$ cat config.mk
export PLATFORM = sky130hd
export DESIGN_NAME = sim_ctrl_top
export DESIGN_NICKNAME = d
export VERILOG_FILES = /design/src/sim_ctrl_pkg.sv /design/src/dbg_path.sv /design/src/host_regs.sv /design/src/sim_ctrl_top.sv
export VERILOG_INCLUDE_DIRS = /design/src
export SDC_FILE = /design/constraint.sdc
export NUM_CORES = 1
export LEC_CHECK = 0
export BUFFER_PORTS_ARGS = -buffer_cell sky130_fd_sc_hd__buf_4
export CORE_AREA = 5 5 143 145
export CTS_CLUSTER_DIAMETER = 120
export DETAILED_ROUTE_END_ITERATION = 6
export DIE_AREA = 0 0 148 150
export GPL_TIMING_DRIVEN = 0
export PLACE_DENSITY_LB_ADDON = 0.05
export REMOVE_ABC_BUFFERS = 1
export SYNTH_ARGS = -nofsm -noshare
export SYNTH_HDL_FRONTEND = slang
export SYNTH_HIERARCHICAL = 1
export SYNTH_SLANG_ARGS = --single-unit
export TNS_END_PERCENT = 1
$ cat constraint.sdc
create_clock -name clk_i -period 2.5 [get_ports clk_i]
set_input_delay 0.5 -clock clk_i [delete_from_list [all_inputs] [get_ports clk_i]]
set_output_delay 0.5 -clock clk_i [all_outputs]
set_load 0.1 [all_outputs]
$ cat src/sim_ctrl_params.svh
//--------------------------------------------------------------------------
// Simulation control constants
// Host channel widths, core count, host register map and debug holdoff
//--------------------------------------------------------------------------
`ifndef SIM_CTRL_PARAMS_SVH
`define SIM_CTRL_PARAMS_SVH

// Core count and host channel widths
`define SIM_NUM_CORE 4
`define SIM_ADDR_W 20
`define SIM_DATA_W 64

// Host register map
`define SIM_HOST_TRACE_ADDR 20'h00010
`define SIM_HOST_FINISH_ADDR 20'h00020

// Cycles the core debug request is blocked after reset
`define SIM_HOLDOFF_CYCLES 64

`endif

$ cat src/sim_ctrl_pkg.sv
//--------------------------------------------------------------------------
// Simulation control types
// Opcodes, trace enable layout, host and debug transport messages
//--------------------------------------------------------------------------
`include "sim_ctrl_params.svh"

package sim_ctrl_pkg;

  typedef enum logic {
    HOST_RD = 1'b0,
    HOST_WR = 1'b1
  } host_op_e;

  // Bit positions in the trace enable register
  typedef enum logic [3:0] {
    ICACHE    = 4'd0,
    DCACHE    = 4'd1,
    LCE       = 4'd2,
    CCE       = 4'd3,
    DRAM      = 4'd4,
    VM        = 4'd5,
    CMT       = 4'd6,
    CORE_PROF = 4'd7,
    PC_PROF   = 4'd8,
    BR_PROF   = 4'd9,
    COSIM     = 4'd10
  } trace_sel_e;

  // MSB first, so icache lands on bit 0
  typedef struct packed {
    logic cosim;
    logic br_prof;
    logic pc_prof;
    logic core_prof;
    logic cmt;
    logic vm;
    logic dram;
    logic cce;
    logic lce;
    logic dcache;
    logic icache;
  } trace_en_s;

  typedef struct packed {
    host_op_e               op;
    logic [`SIM_ADDR_W-1:0] addr;
    logic [`SIM_DATA_W-1:0] data;
  } host_cmd_s;

  typedef struct packed {
    host_op_e               op;
    logic                   err;
    logic [`SIM_DATA_W-1:0] data;
  } host_resp_s;

  typedef enum logic [1:0] {
    NOP   = 2'd0,
    READ  = 2'd1,
    WRITE = 2'd2
  } dtm_op_e;

  typedef struct packed {
    logic [6:0]  addr;
    dtm_op_e     op;
    logic [31:0] data;
  } dmi_req_s;

  typedef struct packed {
    logic [31:0] data;
    logic [1:0]  resp;
  } dmi_resp_s;

endpackage

$ cat src/dbg_path.sv
//--------------------------------------------------------------------------
// Debug request path
// Selects JTAG or DMI onto the debug module and routes the response back.
// Holds off the core debug request for a fixed time after reset
//--------------------------------------------------------------------------
`timescale 1ns/10ps
`include "sim_ctrl_params.svh"

module dbg_path #(
  parameter int holdoff_cycles_p = `SIM_HOLDOFF_CYCLES
) (
  input  logic                    clk_i,
  input  logic                    reset_i,

  input  logic                    jtag_sel_i,
  input  logic                    debug_req_raw_i,
  output logic                    debug_req_o,

  input  sim_ctrl_pkg::dmi_req_s  jtag_req_i,
  input  logic                    jtag_req_v_i,
  input  logic                    jtag_resp_ready_i,
  output logic                    jtag_resp_v_o,

  input  sim_ctrl_pkg::dmi_req_s  dmi_req_i,
  input  logic                    dmi_req_v_i,
  input  logic                    dmi_resp_ready_i,
  output logic                    dmi_resp_v_o,

  output logic                    req_ready_o,
  output sim_ctrl_pkg::dmi_resp_s resp_o,

  output sim_ctrl_pkg::dmi_req_s  dm_req_o,
  output logic                    dm_req_v_o,
  output logic                    dm_resp_ready_o,
  input  logic                    dm_req_ready_i,
  input  sim_ctrl_pkg::dmi_resp_s dm_resp_i,
  input  logic                    dm_resp_v_i
);

  localparam int cnt_w_lp = $clog2(holdoff_cycles_p + 1);

  logic [cnt_w_lp-1:0] holdoff_cnt_r;
  logic                holdoff_done;

  // Transport select
  assign dm_req_o        = jtag_sel_i ? jtag_req_i        : dmi_req_i;
  assign dm_req_v_o      = jtag_sel_i ? jtag_req_v_i      : dmi_req_v_i;
  assign dm_resp_ready_o = jtag_sel_i ? jtag_resp_ready_i : dmi_resp_ready_i;

  // Ready and response payload are shared, valid only goes to one side
  assign req_ready_o   = dm_req_ready_i;
  assign resp_o        = dm_resp_i;
  assign jtag_resp_v_o = jtag_sel_i & dm_resp_v_i;
  assign dmi_resp_v_o  = ~jtag_sel_i & dm_resp_v_i;

  // Gives the core time to run boot code before a debug halt
  always_ff @(posedge clk_i or posedge reset_i) begin
    if (reset_i) begin
      holdoff_cnt_r <= cnt_w_lp'(holdoff_cycles_p);
    end else if (!holdoff_done) begin
      holdoff_cnt_r <= holdoff_cnt_r - cnt_w_lp'(1);
    end
  end

  assign holdoff_done = (holdoff_cnt_r == '0);
  assign debug_req_o  = holdoff_done & debug_req_raw_i;

  // A response must never reach both transports
  a_one_resp_dest: assert property (
    @(posedge clk_i) disable iff (reset_i)
      !(jtag_resp_v_o && dmi_resp_v_o)
  ) else $error("debug response routed to both JTAG and DMI");

endmodule

$ cat src/host_regs.sv
//--------------------------------------------------------------------------
// Host register block
// Serves core I/O reads and writes to the trace enable and finish
// registers, one command in flight, one response per command
//--------------------------------------------------------------------------
`timescale 1ns/10ps
`include "sim_ctrl_params.svh"

module host_regs (
  input  logic                     clk_i,
  input  logic                     reset_i,

  input  sim_ctrl_pkg::host_cmd_s  cmd_i,
  input  logic                     cmd_v_i,
  output logic                     cmd_ready_o,

  output sim_ctrl_pkg::host_resp_s resp_o,
  output logic                     resp_v_o,
  input  logic                     resp_ready_i,

  output sim_ctrl_pkg::trace_en_s  trace_en_o,
  output logic [`SIM_NUM_CORE-1:0] finish_o,
  output logic                     all_finish_o
);

  localparam int core_idx_w_lp = $clog2(`SIM_NUM_CORE);
  localparam int trace_w_lp    = $bits(sim_ctrl_pkg::trace_en_s);

  typedef enum logic [1:0] {
    REG_NONE,
    REG_TRACE,
    REG_FINISH
  } reg_sel_e;

  reg_sel_e                 reg_sel;
  logic                     accept;
  logic                     wr_accept;
  logic                     is_read;
  logic [core_idx_w_lp-1:0] finish_idx;
  sim_ctrl_pkg::host_resp_s resp_n;

  sim_ctrl_pkg::trace_en_s  trace_en_r;
  logic [`SIM_NUM_CORE-1:0] finish_r;
  sim_ctrl_pkg::host_resp_s resp_r;
  logic                     resp_v_r;

  // Address decode
  always_comb begin
    case (cmd_i.addr)
      `SIM_HOST_TRACE_ADDR:  reg_sel = REG_TRACE;
      `SIM_HOST_FINISH_ADDR: reg_sel = REG_FINISH;
      default:               reg_sel = REG_NONE;
    endcase
  end

  // Free when nothing is pending or the pending response leaves now
  assign cmd_ready_o = ~resp_v_r | resp_ready_i;
  assign accept      = cmd_v_i & cmd_ready_o;
  assign is_read     = (cmd_i.op == sim_ctrl_pkg::HOST_RD);
  assign wr_accept   = accept & ~is_read;
  assign finish_idx  = cmd_i.data[core_idx_w_lp-1:0];

  // Response for the command now at the port
  always_comb begin
    resp_n.op   = cmd_i.op;
    resp_n.err  = 1'b0;
    resp_n.data = '0;
    case (reg_sel)
      REG_TRACE: begin
        if (is_read) begin
          resp_n.data = {{(`SIM_DATA_W - trace_w_lp){1'b0}}, trace_en_r};
        end
      end
      REG_FINISH: begin
        if (is_read) begin
          resp_n.data = {{(`SIM_DATA_W - `SIM_NUM_CORE){1'b0}}, finish_r};
        end
      end
      default: begin
        resp_n.err = 1'b1;
      end
    endcase
  end

  always_ff @(posedge clk_i or posedge reset_i) begin
    if (reset_i) begin
      trace_en_r <= '0;
      finish_r   <= '0;
      resp_v_r   <= 1'b0;
    end else begin
      if (wr_accept && reg_sel == REG_TRACE) begin
        trace_en_r <= sim_ctrl_pkg::trace_en_s'(cmd_i.data[trace_w_lp-1:0]);
      end
      // Sticky until reset
      if (wr_accept && reg_sel == REG_FINISH) begin
        finish_r[finish_idx] <= 1'b1;
      end
      if (accept) begin
        resp_v_r <= 1'b1;
      end else if (resp_ready_i) begin
        resp_v_r <= 1'b0;
      end
    end
  end

  always_ff @(posedge clk_i) begin
    if (accept) begin
      resp_r <= resp_n;
    end
  end

  assign resp_o       = resp_r;
  assign resp_v_o     = resp_v_r;
  assign trace_en_o   = trace_en_r;
  assign finish_o     = finish_r;
  assign all_finish_o = &finish_r;

  // Response held steady under back-pressure
  a_resp_stable: assert property (
    @(posedge clk_i) disable iff (reset_i)
      resp_v_o && !resp_ready_i |=> resp_v_o && $stable(resp_o)
  ) else $error("host response changed while stalled");

  // One command in flight
  a_no_overrun: assert property (
    @(posedge clk_i) disable iff (reset_i)
      resp_v_o && !resp_ready_i |-> !(cmd_v_i && cmd_ready_o)
  ) else $error("host command accepted over a pending response");

endmodule

$ cat src/sim_ctrl_top.sv
//--------------------------------------------------------------------------
// Simulation control top level
// Host register block beside the debug request path
//--------------------------------------------------------------------------
`timescale 1ns/10ps
`include "sim_ctrl_params.svh"

module sim_ctrl_top (
  input  logic                     clk_i,
  input  logic                     reset_i,

  // Host I/O channel
  input  sim_ctrl_pkg::host_cmd_s  cmd_i,
  input  logic                     cmd_v_i,
  output logic                     cmd_ready_o,
  output sim_ctrl_pkg::host_resp_s resp_o,
  output logic                     resp_v_o,
  input  logic                     resp_ready_i,
  output sim_ctrl_pkg::trace_en_s  trace_en_o,
  output logic [`SIM_NUM_CORE-1:0] finish_o,
  output logic                     all_finish_o,

  // Debug transports
  input  logic                     jtag_sel_i,
  input  logic                     debug_req_raw_i,
  output logic                     debug_req_o,
  input  sim_ctrl_pkg::dmi_req_s   jtag_req_i,
  input  logic                     jtag_req_v_i,
  input  logic                     jtag_resp_ready_i,
  output logic                     jtag_resp_v_o,
  input  sim_ctrl_pkg::dmi_req_s   dmi_req_i,
  input  logic                     dmi_req_v_i,
  input  logic                     dmi_resp_ready_i,
  output logic                     dmi_resp_v_o,
  output logic                     req_ready_o,
  output sim_ctrl_pkg::dmi_resp_s  dbg_resp_o,

  // Debug module side
  output sim_ctrl_pkg::dmi_req_s   dm_req_o,
  output logic                     dm_req_v_o,
  output logic                     dm_resp_ready_o,
  input  logic                     dm_req_ready_i,
  input  sim_ctrl_pkg::dmi_resp_s  dm_resp_i,
  input  logic                     dm_resp_v_i
);

  host_regs host0 (
    .clk_i        (clk_i),
    .reset_i      (reset_i),
    .cmd_i        (cmd_i),
    .cmd_v_i      (cmd_v_i),
    .cmd_ready_o  (cmd_ready_o),
    .resp_o       (resp_o),
    .resp_v_o     (resp_v_o),
    .resp_ready_i (resp_ready_i),
    .trace_en_o   (trace_en_o),
    .finish_o     (finish_o),
    .all_finish_o (all_finish_o)
  );

  // Debug response payload is renamed here, resp_o belongs to the host
  dbg_path #(
    .holdoff_cycles_p (`SIM_HOLDOFF_CYCLES)
  ) dbg0 (
    .clk_i             (clk_i),
    .reset_i           (reset_i),
    .jtag_sel_i        (jtag_sel_i),
    .debug_req_raw_i   (debug_req_raw_i),
    .debug_req_o       (debug_req_o),
    .jtag_req_i        (jtag_req_i),
    .jtag_req_v_i      (jtag_req_v_i),
    .jtag_resp_ready_i (jtag_resp_ready_i),
    .jtag_resp_v_o     (jtag_resp_v_o),
    .dmi_req_i         (dmi_req_i),
    .dmi_req_v_i       (dmi_req_v_i),
    .dmi_resp_ready_i  (dmi_resp_ready_i),
    .dmi_resp_v_o      (dmi_resp_v_o),
    .req_ready_o       (req_ready_o),
    .resp_o            (dbg_resp_o),
    .dm_req_o          (dm_req_o),
    .dm_req_v_o        (dm_req_v_o),
    .dm_resp_ready_o   (dm_resp_ready_o),
    .dm_req_ready_i    (dm_req_ready_i),
    .dm_resp_i         (dm_resp_i),
    .dm_resp_v_i       (dm_resp_v_i)
  );

endmodule

# Word-level counts from Yosys, hierarchy flattened
# Index checks and enable logic that the tools add are counted.
op_classes:
  addsub: 1
  order_cmp: 2
  eq_ne: 4
  n_mux: 12
  bitwise: 9
  reduce_logical: 7
op_table:
  columns: ["op", "n"]
  rows:
  - ["$pmux W64 S2", 1]
  - ["$mux W41", 1]
  - ["$eq A20 B5 Y1 const B", 1]
  - ["$eq A20 B6 Y1 const B", 1]
  - ["$mux W11", 1]
  - ["$logic_not A7 Y1", 1]
  - ["$sub A7 B1 Y7 const B", 1]
  - ["$mux W1", 6]
  - ["$and A1 B1 Y1", 5]
  - ["$mux W4", 1]
  - ["$or A4 B4 Y4", 1]
  - ["$pmux W2 S2", 1]
  - ["$reduce_and A4 Y1", 1]
  - ["$logic_and A1 B1 Y1", 3]
  - ["$lt A2 B3 Y1 const B", 1]
  - ["$demux W1 S2", 1]
  - ["$eq A2 B1 Y1 const B", 1]
  - ["$eq A2 B2 Y1 const B", 1]
  - ["$ge A2 B1 Y1 const B", 1]
  - ["$not A1 Y1", 2]
  - ["$reduce_bool A2 Y1", 1]
  - ["$reduce_or A2 Y1", 1]
  - ["$or A1 B1 Y1", 1]
word_totals:
  reg_bits: 89
  output_inout_bits: 165
  elab_cells: 52

# Depth between registers and ports, before layout
# Gate-level depths: netlist of the first run.
depth:
  ltp_word: 5
  depth_mapped: 7
  ltp_nobuf: 6

# By module
# The synthesis of the first run kept the hierarchy.
by_module_without_submodules:
  columns: ["module", "instances", "cells_each", "area_per_inst_um2", "seq_area_each_um2"]
  rows:
  - ["host_regs", 1, 140, 1619.1, 790.8]
  - ["dbg_path", 1, 117, 1154.9, 176.4]

# Worst setup path after synthesis of the first run
# No wires, ideal clock.
synth_timing:
  kind: "register to register"
  startpoint: "reg host0.resp_v_r (netlist: host0/resp_v_o)"
  endpoint: "reg host0.trace_en_r, in the netlist host0/trace_en_o[1]"
  setup_time_ps: 126
  t_arrival_ps: 2686
  required_time_ps: 2374
  path_slack_ps: -312
  stages_incl_launch_ff: 5
  path_buffers: 1
  synth_period_minus_slack_ps: 2812
  path_cell_list: "dfrtp_1 > nand2b_1 > nand4_1 > buf_2 > mux2_2"
synth_between:
  elab_chain_len: 5
synth_rtl:
  columns: ["element", "line", "source"]
  rows:
  - ["from (decl)", "host_regs.sv:45", "logic resp_v_r;"]
  - ["from (signal assigned)", "host_regs.sv:89", "resp_v_r <= 1'b0;"]
  - ["from (signal assigned)", "host_regs.sv:99", "resp_v_r <= 1'b1;"]
  - ["from (signal assigned)", "host_regs.sv:101", "resp_v_r <= 1'b0;"]
  - ["$not A1 Y1", "host_regs.sv:57", "assign cmd_ready_o = ~resp_v_r | resp_ready_i;"]
  - ["$or A1 B1 Y1", "host_regs.sv:57", null]
  - ["via cmd_ready_o", "sim_ctrl_top.sv:15", "output logic cmd_ready_o,"]
  - ["$and A1 B1 Y1", "host_regs.sv:58", "assign accept = cmd_v_i & cmd_ready_o;"]
  - ["$and A1 B1 Y1", "host_regs.sv:60", "assign wr_accept = accept & ~is_read;"]
  - ["$logic_and A1 B1 Y1", "host_regs.sv:91", "if (wr_accept && reg_sel == REG_TRACE) begin"]
  - ["to (signal assigned)", "host_regs.sv:92", "trace_en_r <= sim_ctrl_pkg::trace_en_s'(cmd_i.data[trace_w_lp-1:0]);"]
  - ["to (decl)", "host_regs.sv:42", "sim_ctrl_pkg::trace_en_s trace_en_r;"]
# The timed path passes the listed nets, and every way through them passes these cells.
# A chain may end at the register's enable or synchronous reset.

# Worst setup path after layout of the first run
layout_timing:
  startpoint: "reg dbg0.holdoff_cnt_r[2]"
  endpoint: "out debug_req_o"
layout_between:
  elab_chain_len: 2
layout_rtl:
  columns: ["element", "line", "source"]
  rows:
  - ["from (decl)", "dbg_path.sv:42", "logic [cnt_w_lp-1:0] holdoff_cnt_r;"]
  - ["from (signal assigned)", "dbg_path.sv:59", "holdoff_cnt_r <= cnt_w_lp'(holdoff_cycles_p);"]
  - ["from (signal assigned)", "dbg_path.sv:61", "holdoff_cnt_r <= holdoff_cnt_r - cnt_w_lp'(1);"]
  - ["$logic_not A7 Y1", "dbg_path.sv:65", "assign holdoff_done = (holdoff_cnt_r == '0);"]
  - ["$and A1 B1 Y1", "dbg_path.sv:66", "assign debug_req_o = holdoff_done & debug_req_raw_i;"]
  - ["to (decl)", "sim_ctrl_top.sv:26", "output logic debug_req_o,"]
# Every way passes these cells.

==> flow_summary_export.csv, run 1 <==
group,metric,value,unit
critical_path,critPathKind,"register to output pin",
timing,setup-violations-final,0,
power,irDropWorstVdd,0.412,mV
floorplanning,rows,51,
logic_synthesis,yosysTopAreaCellShare,0.238,
logic_synthesis,synth_area_leaders,"buf_4, mux2_2, dfrtp_1, edfxtp_1, ha_1",
worst_hold_path,hp-class,"primary input to asynchronous set/reset pin",
global_routing,grt_first_pass_wirelength,15800,um
power,power_density,596,nW/um^2
logic_synthesis,synthArstFlopShare,0.639,
detailed_routing,via_per_inst,3.62,
power,clkPwrFrac,0.276,
clock_tree,cts_tree,"built",
logic_synthesis,synthCells,257,
clock_tree,htree_levels,2,
timing,rsz0062_at_grt,"false",
floorplanning,dieWidth,148,um
critical_path,path_max_fanout,4,
clock_tree,clock-sinks,36,
floorplanning,design.die.area,22200,sq um
logic_synthesis,ys_ff_latch,36,
clock_tree,clk_pin_slew_worst_paths,0.05,ns
power,p_total,2540,uW
logic_synthesis,avgSynthCellArea,10.8,sq um
power,switchingPower,1200,uW
global_routing,grt-ovfl-total,0,
logic_synthesis,yosys-top-cells-count,"buf_4, mux2_2, dfrtp_1, edfxtp_1, inv_1",
place,dp_hpwl,9930,um
flow_run,max_cap_viol_count,0,
final_layout,multi_input_area,1280,sq um
timing,fin_skew,0.000874,ns
clock_tree,numCtsBuffers,5,
global_routing,grt.busiest_layer,"met2",
timing,fin_crit,2.41,ns
global_routing,grt_max_degree,46,
timing,timing.final.ws_setup,0.0887,ns
global_routing,met2_usage,0.145,
logic_synthesis,synth_area_leader_cell,"buf_4",
final_layout,layout.nets,641,
timing,slew_violations,0,
floorplanning,core_area,19100,sq um
final_layout,drive_gt1_frac,0.640,
power,p_sw_frac,0.470,
detailed_routing,ant_nets,0,
power,p_leak,0.00217,uW
status,outcome,"finished clean",
logic_synthesis,post-synth-top-count-cell,"buf_4",
clock_tree,clock_latency,0.28,ns
logic_synthesis,synth.distinct_cells,34,
logic_synthesis,yosysSeqAreaShare,0.349,
critical_path,cp-end-kind,"output pin",
place,placed_area,4080,sq um
final_layout,final-seq-area,967,sq um
detailed_routing,drt_wl_total,11500,um
detailed_routing,vias,2399,
global_routing,antenna_found_initial,0,
place,dpl.cell_count,652,
place,gp_congestion,0.707,
place,post-place-ws,-0.903,ns
clock_tree,max-clock-path-buffers,2,
floorplanning,die_h,150,um
timing,worst_slew_pin_slew,0.795,ns
final_layout,n_fill_cell,2090,
critical_path,crit_required,2.00,ns
timing,post-route-period-util,0.965,
detailed_routing,wl_per_cell,17.3,um
final_layout,design_area,4270,sq um
power,power_frac_seq,0.246,
floorplanning,start_util,0.145,
final_layout,area_growth,54.0,%
timing,fmax,0.415,GHz
global_routing,gr-usage-met1,0.102,
logic_synthesis,synth_edf_count,13,
final_layout,antenna_cells,0,
global_routing,use_met3,0.0736,
clock_tree,cts-root-buf,"clkbuf_16",
global_routing,grt_pass1_vias,2579,
floorplanning,io_pins,378,
global_routing,track_usage,0.0947,
logic_synthesis,syn-cell-area,2770,sq um
power,p_int,1350,uW
power,combPwrFrac,0.478,
final_layout,fin_cells,663,
detailed_routing,drc,0,
timing,hold_viol,0,
detailed_routing,drt_first_iter_violations,33,
logic_synthesis,yosysWarnings,6,
critical_path,worstPathArrival,1.91,ns
timing,slew_headroom,0.469,
place,port_buffers,201,
logic_synthesis,ys.flop_type,"dfrtp_1",
detailed_routing,dr.pass1.iters,4,
critical_path,start_kind,"register",
timing,tns,0,ns
## sequential cells by signal, summed over array words and instances (netlist names)
name	cells
host0/finish_o	4
dbg0/holdoff_cnt_r	7
host0/trace_en_o	11
host0/resp_v_o	1
host0/resp_o	13
## critical path: stages, from the launching register on
cell and delay, ns:
dfrtp_1 0.42, or3_4 0.43, nor4b_4 0.32, and2_2 0.19, buf_4 0.28
## through the flow
stage / hold WS (ns) / utilization
after floorplan: 0.303 / -
after global routing: 0.185 / 0.224
after global placement: 0.477 / 0.214
after CTS: 0.170 / 0.223
after detailed placement: 0.468 / 0.214
final: 0.168 / 0.224
## cell usage in the layout (no fill, tap or decap), drive strengths merged
cell and n:
edfxtp 13, or4 1, xnor2 4, a41o 4
a21oi 1, dfrtp 22, or4b 1, nand2 1
a22oi 4, nor3 6, nor2 6, mux2i 1
mux2 56, nand4 1, ha 4, bufinv 1
nand3 1, nand2b 2, clkinv 1, nor4b 2
and4 1, buf 204, or3 1, inv 8
and3 7, and2 3, dfstp 1, conb 53
and3b 1, nor2b 1, clkbuf 6, nor3b 2
nor4 5
## layout make-up
type                       instances  share of cell area
clock inverter                     2             0.00820
clock buffer                       6              0.0302
sequential                        36               0.226
multi-input combinational        169               0.299
tap                              238              0.0697
inverter                           8             0.00703
timing repair buffer             204               0.359
## path summary, 6_finish.rpt
path                                                    from                                end  slack, ns  depth (start not counted)
max                        dbg0/holdoff_cnt_r[2]$_DFFE_PP0P_                        debug_req_o       0.09                          4
max in group asynchronous                            reset_i      host0/finish_o[3]$_DFFE_PP0P_       1.62                          2
min in group clk_i                                   cmd_v_i         host0/resp_v_o$_DFFE_PP0P_       0.45                          2
min                                                  reset_i  dbg0/holdoff_cnt_r[3]$_DFFE_PP0P_       0.17                          2
min reg2reg                dbg0/holdoff_cnt_r[0]$_DFFE_PP0P_  dbg0/holdoff_cnt_r[0]$_DFFE_PP0P_       0.54                          1
max reg2reg                dbg0/holdoff_cnt_r[2]$_DFFE_PP0P_  dbg0/holdoff_cnt_r[1]$_DFFE_PP0P_       0.88                          4
## power groups by stage
stage	combinational, uW	sequential [uW]	clock, uW
after floorplan	862	708	0
after global placement	1230	637	0
after detailed placement	1220	637	0
after CTS	1220	626	727
after global routing	1260	626	753
final	1220	625	702
## layer usage
layer  part of all wire  wire (um)
met4             0.0096        110
met1               0.36       4120
met5                  0          0
met3               0.17       1960
met2               0.46       5310
## kinds of logic (layout without fill, tap and decap cells)
group	Yosys count	after routing	synth area share
buffers and inverters	104	220	0.262
adders and majority gates	4	4	0.0180
other	1	53	0.00135
xor gates and xnor gates	4	4	0.0126
muxes	57	57	0.231
AOI/OAI and AO/OA	9	9	0.0271
DFF	36	36	0.349
and+or+nand+nor	42	42	0.0992
## repair_timing
action | 4_1_cts | 5_1_grt
hold buffers | 0 | 0
setup endpoints to repair | 12 | 12
pin swaps | 2 | 1
resized for setup | 2 | 0
buffers inserted | 2 | 1
Power figures use the tool's default switching activity.
==> run 2, diff against run 1 <==
--- a/config.mk
+++ b/config.mk
@@ -7,10 +7,10 @@
 export NUM_CORES = 1
 export LEC_CHECK = 0
 export BUFFER_PORTS_ARGS = -buffer_cell sky130_fd_sc_hd__buf_4
-export CORE_AREA = 5 5 143 145
+export CORE_AREA = 5 5 144 146
 export CTS_CLUSTER_DIAMETER = 120
 export DETAILED_ROUTE_END_ITERATION = 6
-export DIE_AREA = 0 0 148 150
+export DIE_AREA = 0 0 149 151
 export GPL_TIMING_DRIVEN = 0
 export PLACE_DENSITY_LB_ADDON = 0.05
 export REMOVE_ABC_BUFFERS = 1
==> constraint.sdc (replaced) <==
create_clock -name clk_i -period 2.1 [get_ports clk_i]
set_input_delay 0.42 -clock clk_i [delete_from_list [all_inputs] [get_ports clk_i]]
set_output_delay 0.42 -clock clk_i [all_outputs]
set_load 0.1 [all_outputs]
==> run 2 against run 1 <==
The run now ends with setup timing left. Critical path depth increased by 4. Clock power about the same. Clock skew increased by 0.0081 ns. Via count increased by 0.96%. Setup slack got worse by 0.18 ns. Global-route usage increased by 0.25 points. Combinational power increased by 20%. Sequential power increased by 19%. Highest routed layer is now met5.
==> flow_summary_export.csv, run 2 (synthesis results as in run 1) <==
group,metric,value,unit
clock_tree,max-clock-path-buffers,2,
critical_path,path_delay_family,"simple AND/OR/NAND/NOR gates",
detailed_routing,topRoutingLayerUsed,"met5",
detailed_routing,ant_nets,0,
timing,fmax,0.457,GHz
detailed_routing,wl_per_cell,16.9,um
detailed_routing,drt_first_iter_violations,44,
timing,hold_viol,0,
place,port_buffers,201,
clock_tree,numCtsBuffers,5,
place,gp_congestion,0.716,
status,violations,"setup timing",
final_layout,layout.nets,649,
detailed_routing,dr_wl_met3,1940,um
final_layout,area_growth,62.0,%
critical_path,crit_required,2.25,ns
detailed_routing,drt-met1-wl,4150,um
final_layout,drive_gt1_frac,0.661,
floorplanning,io_pins,378,
final_layout,final_common_cell,"buf_4",
clock_tree,postCtsHoldBufs,0,
timing,fin_crit,2.19,ns
place,post-place-ws,-1.17,ns
floorplanning,dieWidth,149,um
floorplanning,start_util,0.144,
critical_path,crit_slowest_cell,"or4b_4",
detailed_routing,wl_met2,5590,um
timing,tns,-0.901,ns
critical_path,path_max_fanout,5,
worst_hold_path,hp-class,"primary input to asynchronous set/reset pin",
detailed_routing,vias,2422,
clock_tree,clk_pin_slew_worst_paths,0.05,ns
critical_path,worst_path_largest_cell_delay,0.55,ns
place,dp_hpwl,9870,um
timing,fin_skew,0.00897,ns
floorplanning,rows,51,
power,power_density,649,nW/um^2
timing,worst_slew_pin_slew,0.731,ns
timing,slew_violations,0,
timing,post-route-period-util,1.04,
critical_path,crit_path_frequent_cell,"buf_6",
status,outcome,"finished, violations left",
clock_tree,clock_latency,0.28,ns
floorplanning,design.die.area,22500,sq um
critical_path,cp_num_buf_inv,2,
power,irDropWorstVdd,0.365,mV
critical_path,cp-end-kind,"register",
global_routing,grt_max_degree,46,
critical_path,worstPathArrival,2.34,ns
global_routing,grt-ovfl-total,0,
critical_path,start_kind,"primary input",
critical_path,critPathKind,"primary input to register",
clock_tree,clock-sinks,36,
floorplanning,core_area,19300,sq um
power,p_leak,0.00226,uW
final_layout,final_cell_mix,"buf_4, conb_1, mux2_2",
final_layout,largest_reg_flops,13,
detailed_routing,drt_wl_total,11800,um
timing,setup-violations-final,16,
critical_path,crit_chain,"buf_6, nor4_4, nand3_1, or4b_4, ha_4, nand4_1, buf_6, mux2_4",
floorplanning,die_h,151,um
detailed_routing,dr.pass1.iters,6,
timing,rsz0062_at_grt,"true",
global_routing,track_usage,0.0972,
global_routing,grt_first_pass_wirelength,16400,um
clock_tree,cts_tree,"built",
final_layout,antenna_cells,0,
clock_tree,cts-root-buf,"clkbuf_16",
global_routing,grt_pass1_vias,2702,
timing,timing.final.ws_setup,-0.0902,ns
global_routing,antenna_found_initial,0,
detailed_routing,drc,0,
detailed_routing,via_per_inst,3.47,
timing,slew_headroom,0.512,
clock_tree,htree_levels,2,
flow_run,max_cap_viol_count,0,
[run 2: path summary, 6_finish.rpt]
kind / startpoint / end / slack [ns] / depth (start not counted)
max in group asynchronous: reset_i / host0/trace_en_o[0]$_DFFE_PP0P_ / 1.35 / 2
min in group clk_i: cmd_v_i / host0/resp_v_o$_DFFE_PP0P_ / 0.36 / 2
min reg2reg: host0/finish_o[1]$_DFFE_PP0P_ / host0/finish_o[1]$_DFFE_PP0P_ / 0.53 / 1
min: reset_i / dbg0/holdoff_cnt_r[4]$_DFFE_PP0P_ / 0.09 / 2
max reg2reg: dbg0/holdoff_cnt_r[2]$_DFFE_PP0P_ / dbg0/holdoff_cnt_r[6]$_DFFE_PP1P_ / 0.52 / 4
max: cmd_i[74] / host0/trace_en_o[1]$_DFFE_PP0P_ / -0.09 / 8
[run 2: area by class of cell]
cell class,count,area [sq um]
Clock buffer,6,129
Multi-Input combinational cell,169,1400
Fill cell,2176,14800
Inverter,8,30.0
Timing Repair Buffer,212,1630
Clock inverter,2,7.51
Tap cell,265,332
Sequential cell,36,967
[run 2: routing by layer]
metal  vias to the layer above  global-route usage
met4                         2              0.0247
li1                       1103                   -
met3                         7              0.0739
met5                         -              0.0114
met1                      1114               0.102
met2                       196               0.153
[run 2: through the flow]
stage	power, uW	hold slack, ns	instances	instance area, sq um	utilization
final	2920	0.0920	698	4490	0.233
after CTS	2960	0.0992	698	4450	0.231
after detailed placement	2210	0.399	679	4110	0.213
after global placement	2220	0.405	679	4110	0.213
after floorplan	1870	0.223	213	2270	-
after global routing	3030	0.122	698	4490	0.233
[run 2: repair_timing]
| action | CTS | global route |
|---|---|---|
| pin swaps | 9 | 8 |
| gates cloned | 1 | 0 |
| setup buffers | 10 | 0 |
| resized for setup | 30 | 6 |
| setup endpoints to repair | 23 | 22 |
[run 2: power by group]
group | switching, uW | internal, uW | leakage (uW) | total [uW]
clock | 270 | 432 | 0.0000659 | 702
sequential | 3.52 | 741 | 0.000440 | 745
combinational | 1150 | 317 | 0.00175 | 1470
